## src/hw/adc_regs_pkg.sv

```systemverilog
// ==========================================================
// ADC front end register map and SPI settings
// Register addresses, reset values, field widths and the
// states of the SPI master
// ==========================================================

package adc_regs_pkg;

    // Register port widths
    localparam int addr_width     = 4;
    localparam int reg_data_width = 16;

    // SCLK half period in system clock cycles
    localparam int div_width     = 8;
    localparam int clk_div_reset = 2;

    // Transfer length in bits, clamped on write
    localparam int len_width      = 5;
    localparam int xfer_len_reset = 16;
    localparam int min_xfer_len   = 4;
    localparam int max_xfer_len   = 16;

    typedef enum logic [addr_width-1:0] {
        CTRL     = 4'h0,
        CLK_DIV  = 4'h1,
        XFER_LEN = 4'h2,
        DEST0    = 4'h3,
        DEST1    = 4'h4,
        DEST2    = 4'h5
    } reg_addr_e;

    // SELECT covers the first low phase after ss falls
    typedef enum logic [2:0] {
        IDLE,
        SELECT,
        SHIFT,
        DESELECT,
        HOLD
    } spi_state_e;

endpackage

```

## src/hw/adc_stream_pkg.sv

```systemverilog
// ==========================================================
// ADC front end stream and frame description
// Channel count, beat field widths and serializer states
// ==========================================================

package adc_stream_pkg;

    // One MISO line per channel
    localparam int n_channels = 3;

    // Data field of a beat, wide enough for the longest transfer
    localparam int sample_width = 16;

    // Destination tag carried with each beat
    localparam int dest_width = 8;

    // Index of the channel being emitted
    localparam int chan_width = 2;

    // Number of valid data bits reported with each beat
    localparam int size_width = 5;

    typedef enum logic {
        EMPTY,
        EMIT
    } ser_state_e;

endpackage

```

## src/hw/spi_config_regs.sv

```systemverilog
// ==========================================================
// Write-only configuration bank of the ADC front end
// Holds the enable bit, SCLK divider, transfer length and
// the per-channel destination table
// ==========================================================
`timescale 1ns/10ps

module spi_config_regs (
    input  logic                                   clock,
    input  logic                                   rst,
    input  logic                                   reg_valid,
    output logic                                   reg_ready,
    input  logic [adc_regs_pkg::addr_width-1:0]    reg_addr,
    input  logic [adc_regs_pkg::reg_data_width-1:0] reg_wdata,
    output logic                                   enable,
    output logic [adc_regs_pkg::div_width-1:0]     clk_div,
    output logic [adc_regs_pkg::len_width-1:0]     xfer_len,
    output logic [adc_stream_pkg::n_channels*adc_stream_pkg::dest_width-1:0] dest_table
);

    localparam int dw = adc_stream_pkg::dest_width;

    logic                               wr_en;
    logic [adc_regs_pkg::div_width-1:0] div_wr;
    logic [adc_regs_pkg::len_width-1:0] len_wr;

    // Writes are taken in every cycle outside of reset
    assign reg_ready = !rst;
    assign wr_en     = reg_valid && reg_ready;

    // A zero divider would stall the SPI master, so it becomes one
    always_comb begin
        div_wr = reg_wdata[adc_regs_pkg::div_width-1:0];
        if (div_wr == '0) begin
            div_wr = 1;
        end
    end

    always_comb begin
        if (reg_wdata < adc_regs_pkg::min_xfer_len) begin
            len_wr = adc_regs_pkg::len_width'(adc_regs_pkg::min_xfer_len);
        end else if (reg_wdata > adc_regs_pkg::max_xfer_len) begin
            len_wr = adc_regs_pkg::len_width'(adc_regs_pkg::max_xfer_len);
        end else begin
            len_wr = reg_wdata[adc_regs_pkg::len_width-1:0];
        end
    end

    always_ff @(posedge clock) begin
        if (rst) begin
            enable    <= 1'b0;
            clk_div   <= adc_regs_pkg::div_width'(adc_regs_pkg::clk_div_reset);
            xfer_len  <= adc_regs_pkg::len_width'(adc_regs_pkg::xfer_len_reset);
            for (int i = 0; i < adc_stream_pkg::n_channels; i++) begin
                dest_table[i*dw +: dw] <= dw'(i);
            end
        end else begin
            if (wr_en) begin
                // Unknown addresses fall through and the write is dropped
                case (adc_regs_pkg::reg_addr_e'(reg_addr))
                    adc_regs_pkg::CTRL:     enable <= reg_wdata[0];
                    adc_regs_pkg::CLK_DIV:  clk_div <= div_wr;
                    adc_regs_pkg::XFER_LEN: xfer_len <= len_wr;
                    adc_regs_pkg::DEST0:    dest_table[0*dw +: dw] <= reg_wdata[dw-1:0];
                    adc_regs_pkg::DEST1:    dest_table[1*dw +: dw] <= reg_wdata[dw-1:0];
                    adc_regs_pkg::DEST2:    dest_table[2*dw +: dw] <= reg_wdata[dw-1:0];
                    default: ;
                endcase
            end
        end
    end

    // The SPI master counts up to clk_div and a zero would never end a phase
    a_clk_div_nonzero : assert property (
        @(posedge clock) disable iff (rst) clk_div != '0
    );

endmodule

```

## src/hw/spi_multi_miso_master.sv

```systemverilog
// ==========================================================
// SPI master with one MISO line per ADC channel
// Runs one transfer per sample strike and shifts all lines
// in parallel into a frame that is held until taken
// ==========================================================
`timescale 1ns/10ps

module spi_multi_miso_master (
    input  logic                                    clock,
    input  logic                                    rst,
    input  logic                                    enable,
    input  logic [adc_regs_pkg::div_width-1:0]      clk_div,
    input  logic [adc_regs_pkg::len_width-1:0]      xfer_len,
    input  logic                                    sample,
    input  logic [adc_stream_pkg::n_channels-1:0]   miso,
    output logic                                    sclk,
    output logic                                    ss,
    output logic                                    frame_valid,
    input  logic                                    frame_ready,
    output logic [adc_stream_pkg::n_channels*adc_stream_pkg::sample_width-1:0] frame_data
);

    localparam int sw = adc_stream_pkg::sample_width;

    adc_regs_pkg::spi_state_e state;

    // Settings latched at the start of a transfer
    logic [adc_regs_pkg::div_width-1:0] div_q;
    logic [adc_regs_pkg::len_width-1:0] len_q;

    logic [adc_regs_pkg::div_width-1:0] div_cnt;
    logic [adc_regs_pkg::len_width-1:0] bit_cnt;
    logic                               phase_done;

    assign phase_done = (div_cnt == div_q - 1'b1);

    always_ff @(posedge clock) begin
        if (rst) begin
            state       <= adc_regs_pkg::IDLE;
            ss          <= 1'b1;
            sclk        <= 1'b0;
            frame_valid <= 1'b0;
            div_cnt     <= '0;
            bit_cnt     <= '0;
            div_q       <= '0;
            len_q       <= '0;
        end else begin
            case (state)
                adc_regs_pkg::IDLE: begin
                    if (sample && enable) begin
                        div_q   <= clk_div;
                        len_q   <= xfer_len;
                        div_cnt <= '0;
                        bit_cnt <= '0;
                        ss      <= 1'b0;
                        state   <= adc_regs_pkg::SELECT;
                    end
                end
                adc_regs_pkg::SELECT: begin
                    // First low phase, the ADCs drive their MSB here
                    if (phase_done) begin
                        div_cnt <= '0;
                        sclk    <= 1'b1;
                        state   <= adc_regs_pkg::SHIFT;
                    end else begin
                        div_cnt <= div_cnt + 1'b1;
                    end
                end
                adc_regs_pkg::SHIFT: begin
                    if (phase_done) begin
                        div_cnt <= '0;
                        sclk    <= ~sclk;
                        if (sclk) begin
                            bit_cnt <= bit_cnt + 1'b1;
                            if (bit_cnt == len_q - 1'b1) begin
                                state <= adc_regs_pkg::DESELECT;
                            end
                        end
                    end else begin
                        div_cnt <= div_cnt + 1'b1;
                    end
                end
                adc_regs_pkg::DESELECT: begin
                    if (phase_done) begin
                        div_cnt <= '0;
                        ss      <= 1'b1;
                        state   <= adc_regs_pkg::HOLD;
                    end else begin
                        div_cnt <= div_cnt + 1'b1;
                    end
                end
                adc_regs_pkg::HOLD: begin
                    // frame_valid follows ss by one cycle
                    if (frame_valid && frame_ready) begin
                        frame_valid <= 1'b0;
                        state       <= adc_regs_pkg::IDLE;
                    end else begin
                        frame_valid <= 1'b1;
                    end
                end
                default: state <= adc_regs_pkg::IDLE;
            endcase
        end
    end

    // Shift registers, cleared at the start so the result is right-justified
    always_ff @(posedge clock) begin
        for (int ch = 0; ch < adc_stream_pkg::n_channels; ch++) begin
            if (state == adc_regs_pkg::IDLE && sample && enable) begin
                frame_data[ch*sw +: sw] <= '0;
            end else if (!sclk && phase_done &&
                         (state == adc_regs_pkg::SELECT || state == adc_regs_pkg::SHIFT)) begin
                frame_data[ch*sw +: sw] <= {frame_data[ch*sw +: sw-1], miso[ch]};
            end
        end
    end

    a_sclk_idle_low : assert property (
        @(posedge clock) disable iff (rst) ss |-> !sclk
    );

    a_frame_stable : assert property (
        @(posedge clock) disable iff (rst)
        frame_valid && !frame_ready |=> $stable(frame_data)
    );

endmodule

```

## src/hw/adc_channel_serializer.sv

```systemverilog
// ==========================================================
// Channel serializer of the ADC front end
// Buffers one frame and emits one tagged beat per channel,
// stalling on stream back-pressure
// ==========================================================
`timescale 1ns/10ps

module adc_channel_serializer (
    input  logic                                     clock,
    input  logic                                     rst,
    input  logic                                     frame_valid,
    output logic                                     frame_ready,
    input  logic [adc_stream_pkg::n_channels*adc_stream_pkg::sample_width-1:0] frame_data,
    input  logic [adc_regs_pkg::len_width-1:0]       xfer_len,
    input  logic [adc_stream_pkg::n_channels*adc_stream_pkg::dest_width-1:0] dest_table,
    output logic                                     m_valid,
    input  logic                                     m_ready,
    output logic [adc_stream_pkg::sample_width-1:0]  m_data,
    output logic [adc_stream_pkg::dest_width-1:0]    m_dest,
    output logic [adc_stream_pkg::size_width-1:0]    m_size,
    output logic                                     m_last
);

    localparam int sw = adc_stream_pkg::sample_width;
    localparam int dw = adc_stream_pkg::dest_width;

    adc_stream_pkg::ser_state_e state;

    logic [adc_stream_pkg::n_channels*sw-1:0] frame_q;
    logic [adc_stream_pkg::n_channels*dw-1:0] dest_q;
    logic [adc_stream_pkg::chan_width-1:0]    chan;
    logic                                     beat_done;
    logic                                     capture;

    assign beat_done   = m_valid && m_ready;
    assign frame_ready = (state == adc_stream_pkg::EMPTY) || (beat_done && m_last);
    assign capture     = frame_valid && frame_ready;

    assign m_data = frame_q[int'(chan)*sw +: sw];
    assign m_dest = dest_q[int'(chan)*dw +: dw];
    assign m_last = (chan == adc_stream_pkg::chan_width'(adc_stream_pkg::n_channels - 1));

    always_ff @(posedge clock) begin
        if (rst) begin
            state   <= adc_stream_pkg::EMPTY;
            m_valid <= 1'b0;
            chan    <= '0;
        end else if (capture) begin
            // A new frame can follow the last beat without a gap
            state   <= adc_stream_pkg::EMIT;
            m_valid <= 1'b1;
            chan    <= '0;
        end else if (beat_done) begin
            if (m_last) begin
                state   <= adc_stream_pkg::EMPTY;
                m_valid <= 1'b0;
                chan    <= '0;
            end else begin
                chan <= chan + 1'b1;
            end
        end
    end

    // Destinations are taken with the frame so a stalled beat keeps its tag
    always_ff @(posedge clock) begin
        if (capture) begin
            frame_q <= frame_data;
            dest_q  <= dest_table;
            m_size  <= adc_stream_pkg::size_width'(xfer_len);
        end
    end

    a_no_valid_when_empty : assert property (
        @(posedge clock) disable iff (rst)
        state == adc_stream_pkg::EMPTY |-> !m_valid
    );

endmodule

```

## src/hw/spi_adc_frontend.sv

```systemverilog
// ==========================================================
// Multi-channel SPI ADC front end
// Register bank, parallel-MISO SPI master and the channel
// serializer that feeds the output stream
// ==========================================================
`timescale 1ns/10ps

module spi_adc_frontend (
    input  logic                                     clock,
    input  logic                                     rst,
    input  logic                                     reg_valid,
    output logic                                     reg_ready,
    input  logic [adc_regs_pkg::addr_width-1:0]      reg_addr,
    input  logic [adc_regs_pkg::reg_data_width-1:0]  reg_wdata,
    input  logic                                     sample,
    input  logic [adc_stream_pkg::n_channels-1:0]    miso,
    output logic                                     sclk,
    output logic                                     ss,
    output logic                                     m_valid,
    input  logic                                     m_ready,
    output logic [adc_stream_pkg::sample_width-1:0]  m_data,
    output logic [adc_stream_pkg::dest_width-1:0]    m_dest,
    output logic [adc_stream_pkg::size_width-1:0]    m_size,
    output logic                                     m_last
);

    logic                                enable;
    logic [adc_regs_pkg::div_width-1:0]  clk_div;
    logic [adc_regs_pkg::len_width-1:0]  xfer_len;
    logic [adc_stream_pkg::n_channels*adc_stream_pkg::dest_width-1:0]   dest_table;
    logic                                frame_valid;
    logic                                frame_ready;
    logic [adc_stream_pkg::n_channels*adc_stream_pkg::sample_width-1:0] frame_data;

    spi_config_regs u_regs (
        .clock      (clock),
        .rst        (rst),
        .reg_valid  (reg_valid),
        .reg_ready  (reg_ready),
        .reg_addr   (reg_addr),
        .reg_wdata  (reg_wdata),
        .enable     (enable),
        .clk_div    (clk_div),
        .xfer_len   (xfer_len),
        .dest_table (dest_table)
    );

    spi_multi_miso_master u_spi (
        .clock       (clock),
        .rst         (rst),
        .enable      (enable),
        .clk_div     (clk_div),
        .xfer_len    (xfer_len),
        .sample      (sample),
        .miso        (miso),
        .sclk        (sclk),
        .ss          (ss),
        .frame_valid (frame_valid),
        .frame_ready (frame_ready),
        .frame_data  (frame_data)
    );

    adc_channel_serializer u_ser (
        .clock       (clock),
        .rst         (rst),
        .frame_valid (frame_valid),
        .frame_ready (frame_ready),
        .frame_data  (frame_data),
        .xfer_len    (xfer_len),
        .dest_table  (dest_table),
        .m_valid     (m_valid),
        .m_ready     (m_ready),
        .m_data      (m_data),
        .m_dest      (m_dest),
        .m_size      (m_size),
        .m_last      (m_last)
    );

endmodule

```

## config.mk

```make
export PLATFORM = sky130hd
export DESIGN_NAME = spi_adc_frontend
export DESIGN_NICKNAME = d
export VERILOG_FILES = /design/src/hw/adc_regs_pkg.sv /design/src/hw/adc_stream_pkg.sv /design/src/hw/spi_config_regs.sv /design/src/hw/spi_multi_miso_master.sv /design/src/hw/adc_channel_serializer.sv /design/src/hw/spi_adc_frontend.sv
export SDC_FILE = /design/constraint.sdc
export NUM_CORES = 1
export LEC_CHECK = 0
export ABC_AREA = 1
export BUFFER_PORTS_ARGS = -buffer_cell sky130_fd_sc_hd__clkbuf_2
export CAP_MARGIN = 25
export CORE_ASPECT_RATIO = 1.4
export CORE_MARGIN = 5
export CORE_UTILIZATION = 50
export CTS_BUF_LIST = sky130_fd_sc_hd__clkbuf_8
export DETAILED_ROUTE_END_ITERATION = 6
export PLACE_DENSITY = 0.68
export RECOVER_POWER = 25
export SKIP_CTS_REPAIR_TIMING = 1
export SYNTH_ARGS = -nofsm -noshare
export SYNTH_HDL_FRONTEND = slang
export SYNTH_HIERARCHICAL = 1
export SYNTH_SLANG_ARGS = --single-unit
```

## constraint.sdc

```tcl
create_clock -name clock -period 6.8 [get_ports clock]
set_input_delay 1.36 -clock clock [delete_from_list [all_inputs] [get_ports clock]]
set_output_delay 1.36 -clock clock [all_outputs]
set_load 0.1 [all_outputs]
```

-- Word level (Yosys, flattened, before mapping)
Cells that the tools add are included.
- add/sub/neg operators: 5
- order comparisons: 2
- equal/unequal tests: 19
- shifts and indexed selects: 2
- mux-type cells: 28
- bitwise logic cells: 2
- reduce and logical (&&, ||, !) cells: 37
- operators by type and width (kind ; count):
    variable part select 48 x 7 -> 16 bit ; 1
    two-way mux 5 bit ; 5
    two-way mux 8 bit ; 3
    variable part select 24 x 6 -> 8 bit ; 1
    two-way mux 3 bit ; 7
    AND reduction 2 bit ; 9
    > comparator 16 x 5 -> 1 bit, second input constant ; 1
    less-than comparator 16 x 3 -> 1 bit, second input constant ; 1
    case mux 8 bit (2 select lines) ; 1
    case mux 3 bit (5 select lines) ; 1
    inequality test 2 x 1 -> 1 bit, second input constant ; 7
    nonzero test 2 bit ; 6
    case mux 5 bit (2 select lines) ; 1
    logical AND 1 bit ; 9
    adder 8 x 1 -> 8 bit, second input constant ; 1
    == test 4 x 2 -> 1 bit, second input constant ; 2
    == test 4 x 3 -> 1 bit, second input constant ; 2
    == test 8 bit ; 1
    logical NOT 8 bit ; 1
    subtractor 8 x 1 -> 8 bit, second input constant ; 1
    two-way mux 1 bit ; 7
    AND reduction 7 bit ; 1
    == test 3 x 2 -> 1 bit, second input constant ; 2
    AND reduction 3 bit ; 2
    18 further kinds ; 22
- register bits after elaboration: 198
- bits of input ports: 28
- output and inout bits: 34
- logic and storage cells: 115

-- Logic depth before layout (Yosys ltp)
Gate-level depths: netlist of run 1.
- depth in word-level cells: 6
- depth in mapped cells: 16
- gate-level depth less buffers: 16

-- Cells and area by module
Netlist of run 1, hierarchy kept.
- by module, submodules not included (module ; instances ; cells an instance ; area an instance (um^2) ; sequential area each (um^2)):
    spi_multi_miso_master ; 1 ; 506 ; 3529.6 ; 1601.5
    adc_channel_serializer ; 1 ; 203 ; 2907.8 ; 2372.3
    spi_config_regs ; 1 ; 199 ; 1629.1 ; 760.7

-- Worst setup path before layout of run 1
OpenSTA, ideal clock, no wires.
- path type: input-to-output
- start: input port rst
- end: output port reg_ready
- arrival time: 2.534 ns
- data required time: 5.440 ns
- slack: 2.906 ns
- stages: 3
- path buffers: 2
- cell sequence: buf_6 > clkinv_8 > clkbuf_1
- longest elaborated chain between the ends: 1
- ends and longest elaborated chain (what ; line ; text):
    start, declared ; spi_adc_frontend.sv:10 ; input logic rst,
    logical NOT 1 bit ; spi_config_regs.sv:28 ; assign reg_ready = !rst;
    end, declared ; spi_adc_frontend.sv:12 ; output logic reg_ready,
Every way passes these cells.

-- Worst setup path in the final report of run 1
Same ends and word-level chain as after synthesis.

==> reports/qor.txt, run 1 <==
Ant. Diodes -> 0
CTS Sinks -> 198
Async S/R FF share, synth -> 0
Multi-input logic area -> 2840 um2
Critical path's top delay family -> buffers and inverters
Maxcap violations -> 0
Total number of vias -> 5,942
Synth Instances -> 908
Worst Tran Pin Value -> 950 ps
# H-tree levels -> 4
Worst Hold Class -> flop to flop
TritonCTS clock tree -> built
Ports -> 62
Final Skew -> 19.7 ps
Routability Congestion -> 0.872
Mapped Nets -> 940
Syn Area/Cell -> 8.88 um2
Drt via density -> 5.07
Final net count -> 991
Core footprint -> 16,000 um2
Tot GR Track Use -> 0.176
Register area -> 4730 um2
ANT nets after route -> 0
Clk root buf -> clkbuf_8
Post-Syn Area -> 8070 um2
Number of enable flip-flop cells after synthesis -> 77
Met3 wire len -> 529 um
Crit path top cell by count -> clkbuf_2
Worst rel slew slack -> 0.367
First-pass GRT wire length -> 27.3 mm
Wire length on met1 -> 7.31 mm
Ys flop type -> dfxtp_1
CP max-delay cell -> clkbuf_2
Routed wl met2 -> 8.35 mm
Vias in the first global route -> 5,628
Setup ws final -> 2950 ps
Fillers -> 1,462
RSZ-0062 raised after global routing -> no
Max incr delay on CP -> 420 ps
Setup TNS -> 0 ps
Clk buf depth -> 2
Clock transition at the registers of the reported paths -> 110 ps
Cell Pwr Density -> 259 nW/um2
Startpoint types -> input pin
Layout cells sized above 1 -> 0.141
Max IR drop VDD -> 0.204 mV
Num CTS Buffers -> 17
Number of synthesis warnings -> 6
Hold path depth -> 0
Critical path, cell by cell -> clkbuf_2 > buf_4 > clkinv_8 > clkbuf_2
Worst path required time -> 5440 ps
Area growth from synthesis to layout -> 10.4%
Die width -> 117 um
DR iter-0 viols -> 347
Final period util -> 0.566
DIE AREA -> 18,800 um2
Reg2Reg Depth -> 15
Grt ovf -> 0
Final wirelength -> 16.4 mm
Hold violation count in the final report -> 0
WL per Instance -> 14.0 um
Fin. max-slew vios -> 0
Critical path fanouts, max -> 31
Worst skew pair latency -> 470 ps
WP buf/inv -> 4
Die H -> 160 um
Port bufs -> 61
DRC -> 0
P_leak -> 3.81 nW
Setup violations, final -> 0
Fmax -> 260 MHz
Power, Total -> 2.30 mW
DR pass1 iterations -> 5
Initial core utilization -> 0.503
Final hold slack -> 438 ps
Tmin final -> 3850 ps
Pre-CTS setup slack -> 2940 ps
DR top layer -> met4
Initial antenna violation count -> 0
Netlist cell types -> 43
Crit path kind -> input pin to primary output
Critical path capture point type -> primary output
#FFs+latches synth -> 198
Outcome -> finished clean
Worst EP arrival -> 2490 ps
Largest net degree at the start of global routing -> 75
Sequential cell area fraction in the yosys report -> 0.587
Number of cells on the critical path -> 4
Row count -> 55
Hpwl dp -> 10.5 mm
where the power goes:
group / internal (mW) / total [mW] / switching (mW) / leakage [nW]
Sequential: 1.24 / 1.27 / 0.0213 / 1.75
Clock: 0.307 / 0.816 / 0.510 / 0.225
Combinational: 0.0672 / 0.222 / 0.154 / 1.84
Total: 1.62 / 2.30 / 0.685 / 3.81
layout by cell type (no fill, tap or decap), drive strengths merged, types with 5 or more instances in the layout:
cell type  count
nand2        201
nor2         161
dfxtp        121
o21ai         92
inv           80
clkbuf        78
edfxtp        77
a21oi         64
nand3         48
clkinv         7
buf            5
xor2           5
xnor2          5
nor3           5
worst reg2reg max path: cells and delay by family, from the launching register on:
family | cells | cell delay [ps]
buf+inv | 4 | 1080
simple gates | 10 | 1190
flops | 1 | 350
fa+ha+maj | 1 | 330
per-layer routing:
metal	vias to the layer above	global-route usage
met4	0	0.0517
met5	-	0
met1	2760	0.223
met3	14	0.0333
li1	3075	-
met2	93	0.303
logic make-up after synthesis:
group | after synthesis | share of synthesized area
AO/OA/AOI/OAI | 163 | 0.106
buffers and inverters | 106 | 0.0616
flip-flops | 198 | 0.587
AND/OR/NAND/NOR | 427 | 0.228
adder cells (fa/ha/maj) | 4 | 0.00620
XOR/XNOR | 10 | 0.0109
worst paths after layout:
| kind | start | end | slack (ps) |
|---|---|---|---|
| worst min-delay path | u_regs/dest_table[11]$_SDFFE_PP0P_ | u_ser/dest_q[11]$_DFFE_PP_ | 440 |
| worst max register to register | u_spi/div_q[0]$_SDFFE_PP0P_ | u_spi/frame_data[35]$_SDFFE_PP0P_ | 3790 |
| worst min register to register | u_regs/dest_table[11]$_SDFFE_PP0P_ | u_ser/dest_q[11]$_DFFE_PP_ | 440 |
| worst max-delay path | rst | reg_ready | 2950 |
state kept, by name, summed over array words and instances (netlist names), 2 cells and up:
| register | flops |
|---|---|
| u_regs/xfer_len | 5 |
| u_regs/clk_div | 8 |
| u_ser/frame_q | 48 |
| u_spi/len_q | 5 |
| u_ser/chan | 2 |
| u_ser/dest_q | 24 |
| u_spi/frame_data | 48 |
| u_spi/div_cnt | 8 |
| u_spi/div_q | 8 |
| u_spi/state | 3 |
| u_spi/bit_cnt | 5 |
| u_regs/dest_table | 24 |
| u_ser/m_size | 5 |
through the flow:
stage / instances / cell area [um2] / util
detailed placement: 1139 / 8450 / 0.527
global route: 1171 / 8900 / 0.555
CTS: 1171 / 8900 / 0.555
finish: 1171 / 8900 / 0.555
global placement: 1139 / 8450 / 0.527
floorplan: 908 / 8070 / -
cell usage after synthesis (2+ instances only):
| master | n | share of area |
|---|---|---|
| o21ai_1 | 24 | 0.015 |
| buf_6 | 8 | 0.011 |
| nor2_4 | 3 | 0.0042 |
| a21oi_2 | 6 | 0.0065 |
| edfxtp_1 | 77 | 0.29 |
| or2_2 | 3 | 0.0023 |
| xnor2_1 | 5 | 0.0054 |
| nand2_1 | 198 | 0.092 |
| buf_2 | 5 | 0.0031 |
| buf_4 | 4 | 0.0037 |
| a21oi_1 | 58 | 0.036 |
| o21ai_0 | 68 | 0.042 |
| nor2_2 | 3 | 0.0023 |
| nor3_1 | 4 | 0.0025 |
| nand3_1 | 46 | 0.029 |
| dfxtp_1 | 121 | 0.30 |
| nor2_1 | 154 | 0.072 |
| xor2_1 | 5 | 0.0054 |
| clkbuf_1 | 16 | 0.0074 |
| nand4_4 | 2 | 0.0053 |
| inv_2 | 11 | 0.0051 |
| o211ai_1 | 3 | 0.0028 |
| nand4_1 | 2 | 0.0016 |
| nand2_4 | 2 | 0.0028 |
| inv_1 | 59 | 0.027 |
| ha_1 | 4 | 0.0062 |
final cells by class:
cell class                 instances  share of cell area
sequential                       198               0.532
multi-input combinational        604               0.318
timing repair buffer              66              0.0385
inverter                          72              0.0323
tap                              199              0.0280
clock buffer                      17              0.0263
clock inverter                    15              0.0247
Note: power is estimated with default switching activity, not from simulation.
==> run 2: changes to the inputs <==
- clock period: 6.8 -> 3.6 ns (I/O delays scaled with it)
==> run 2 against run 1 <==
Effect of this change: utilization increased by 0.062 points; register-to-register slack lost 2700 ps; power up 87%; via count up 0.88%; die area is the same; combinational power is 89% higher; sequential cell count unchanged; critical path type is now flop to primary output; largest power group unchanged.
==> reports/qor.txt, run 2 (same netlist as run 1, synthesis figures left out) <==
Initial antenna violation count -> 0 (unchanged)
ANT nets after route -> 0 (unchanged)
Clock share of power -> 0.349 (-0.005)
Largest regs -> u_ser/frame_q: 48 flops, u_spi/frame_data: 48 flops
Hold Crit Start -> u_spi/frame_data[15]$_SDFFE_PP0P_
Row count -> 55 (unchanged)
Vias in the first global route -> 5,932 (+5.4%)
Max incr delay on CP -> 540 ps (+120 ps)
WL per Instance -> 14.4 um (+2.8%)
Hpwl dp -> 11.1 mm (+5.9%)
Initial core utilization -> 0.503 (unchanged)
Num CTS Buffers -> 17 (unchanged)
Setup violations, final -> 0 (unchanged)
Power, Total -> 4.32 mW (+87%)
WP buf/inv -> 2 (-2)
DIE AREA -> 18,800 um2 (unchanged)
Total number of vias -> 5,994 (+0.88%)
Outcome -> finished clean
Worst Tran Pin Value -> 869 ps (-81.0 ps)
Sw Pwr -> 1.22 mW (+79%)
TritonCTS clock tree -> built
Grt ovf -> 0 (unchanged)
Placed instance area -> 8460 um2 (+0.15%)
Die width -> 117 um (unchanged)
Fin. max-slew vios -> 0 (unchanged)
Final wirelength -> 16.8 mm (+2.8%)
Largest net degree at the start of global routing -> 78 (+4.0%)
Hold violation count in the final report -> 0 (unchanged)
CP max-delay cell -> nor2_4
DR iter-0 viols -> 431 (+24%)
Internal -> 3.10 mW (+91%)
Switching Fraction -> 0.283 (-0.0142)
Worst rel slew slack -> 0.420 (+0.0531)
Port bufs -> 61 (unchanged)
RSZ-0062 raised after global routing -> no
Ports -> 62 (unchanged)
Setup ws final -> 638 ps (-2320 ps)
Fmax -> 338 MHz
Hold path depth -> 0 (unchanged)
FF-to-FF End -> u_spi/frame_data[6]$_SDFFE_PP0P_
Maxcap violations -> 0 (unchanged)
Ant. Diodes -> 0 (unchanged)
# H-tree levels -> 4 (unchanged)
Final period util -> 0.823
Clock transition at the registers of the reported paths -> 110 ps (about the same)
Routability Congestion -> 0.827 (-5.1%)
Sequential power share -> 0.554 (+0.004)
Worst EP arrival -> 2240 ps (-250 ps)
Critical path's top delay family -> simple AND/OR/NAND/NOR gates
Die H -> 160 um (unchanged)
Worst path required time -> 2880 ps (-2560 ps)
Clk root buf -> clkbuf_8
Tmin final -> 2960 ps
Setup TNS -> 0 ps (unchanged)
P_leak -> 3.82 nW (about the same)
DR pass1 iterations -> 5 (unchanged)
Layout cells sized above 1 -> 0.141 (unchanged)
Final Cell Area -> 8910 um2 (+0.11%)
Crit path kind -> flop to primary output
Critical path capture point type -> primary output
Drt via density -> 5.12 (+0.88%)
Worst R2R Start -> u_spi/div_q[0]$_SDFFE_PP0P_
Final hold slack -> 437 ps (-1.73 ps)
Core footprint -> 16,000 um2 (unchanged)
Max IR drop VDD -> 0.319 mV (+56%)
Final net count -> 991 (unchanged)
Most frequent cells in the layout -> nand2_1 (198), nor2_1 (154), dfxtp_1 (121), edfxtp_1 (77), o21ai_0 (68)
Reg2Reg Depth -> 14 (-1)
Combinational share of power -> 0.097 (about the same)
Worst Hold Class -> flop to flop
Pre-CTS setup slack -> 1080 ps (-1860 ps)
Cell Pwr Density -> 485 nW/um2 (+87%)
Reg2Reg Setup Slack -> 1100 ps (-2690 ps)
Tot GR Track Use -> 0.183 (+0.00714)
Final Skew -> 17.7 ps (-1.96 ps)
Critical path, cell by cell -> inv_2 > nor2_4 > nand2_1 > nand3_1 > clkbuf_2
Startpoint types -> flop
Commonest non-fill, non-tap cell in the layout -> nand2_1
Hold endpoint -> u_ser/frame_q[15]$_DFFE_PP_
DRC -> 0 (unchanged)
CTS Sinks -> 198 (unchanged)
Area growth from synthesis to layout -> 10.5%
Worst skew pair latency -> 460 ps (about the same)
First-pass GRT wire length -> 28.6 mm (+4.8%)
Critical path fanouts, max -> 25 (-19%)
Clk buf depth -> 2 (unchanged)
-- run 2: worst max-delay path by stage --
stage | from | to | slack (ps) | cells after the start
6_report | u_ser/chan[1]$_SDFFE_PP0N_ | m_data[8] | 640 | 5
4_1_cts | u_ser/chan[1]$_SDFFE_PP0N_ | m_data[8] | 580 | 5
2_1_floorplan | u_ser/state$_SDFFE_PP0P_ | u_ser/dest_q[0]$_DFFE_PP_ | 690 | 3
3_5_place_dp | rst | reg_ready | 1080 | 3
5_1_grt | u_ser/chan[1]$_SDFFE_PP0N_ | m_dest[1] | 420 | 5
3_3_place_gp | rst | reg_ready | 1080 | 3
-- run 2: final cells by class --
class | count | area (um2)
clock inverters | 15 | 218
flip-flops and latches | 198 | 4730
inverters | 72 | 288
well taps | 199 | 249
multi-input cells | 604 | 2840
repair buffers | 66 | 355
clock buffers | 17 | 234
fillers | 1485 | 7120
-- run 2: power by group through the flow --
stage | Clock, mW | Sequential (mW) | Combinational, mW
detailed placement | 0 | 2.44 | 0.415
CTS | 1.56 | 2.39 | 0.419
global placement | 0 | 2.44 | 0.409
global route | 1.64 | 2.40 | 0.486
finish | 1.51 | 2.39 | 0.420
floorplan | 0 | 2.43 | 0.316
-- run 2: through the flow --
step,utilization,std cells
2_1_floorplan,-,908
3_3_place_gp,0.528,1139
3_5_place_dp,0.528,1139
4_1_cts,0.556,1171
5_1_grt,0.556,1171
6_report,0.556,1171
-- run 2: per-layer routing --
layer	up-vias	global-route usage	share of wire	wire [um]
li1	3083	-	-	-
met1	2788	0.226	0.43	7250
met2	106	0.329	0.52	8830
met3	17	0.0290	0.032	533
met4	0	0.0501	0.013	221
met5	-	0	0	0
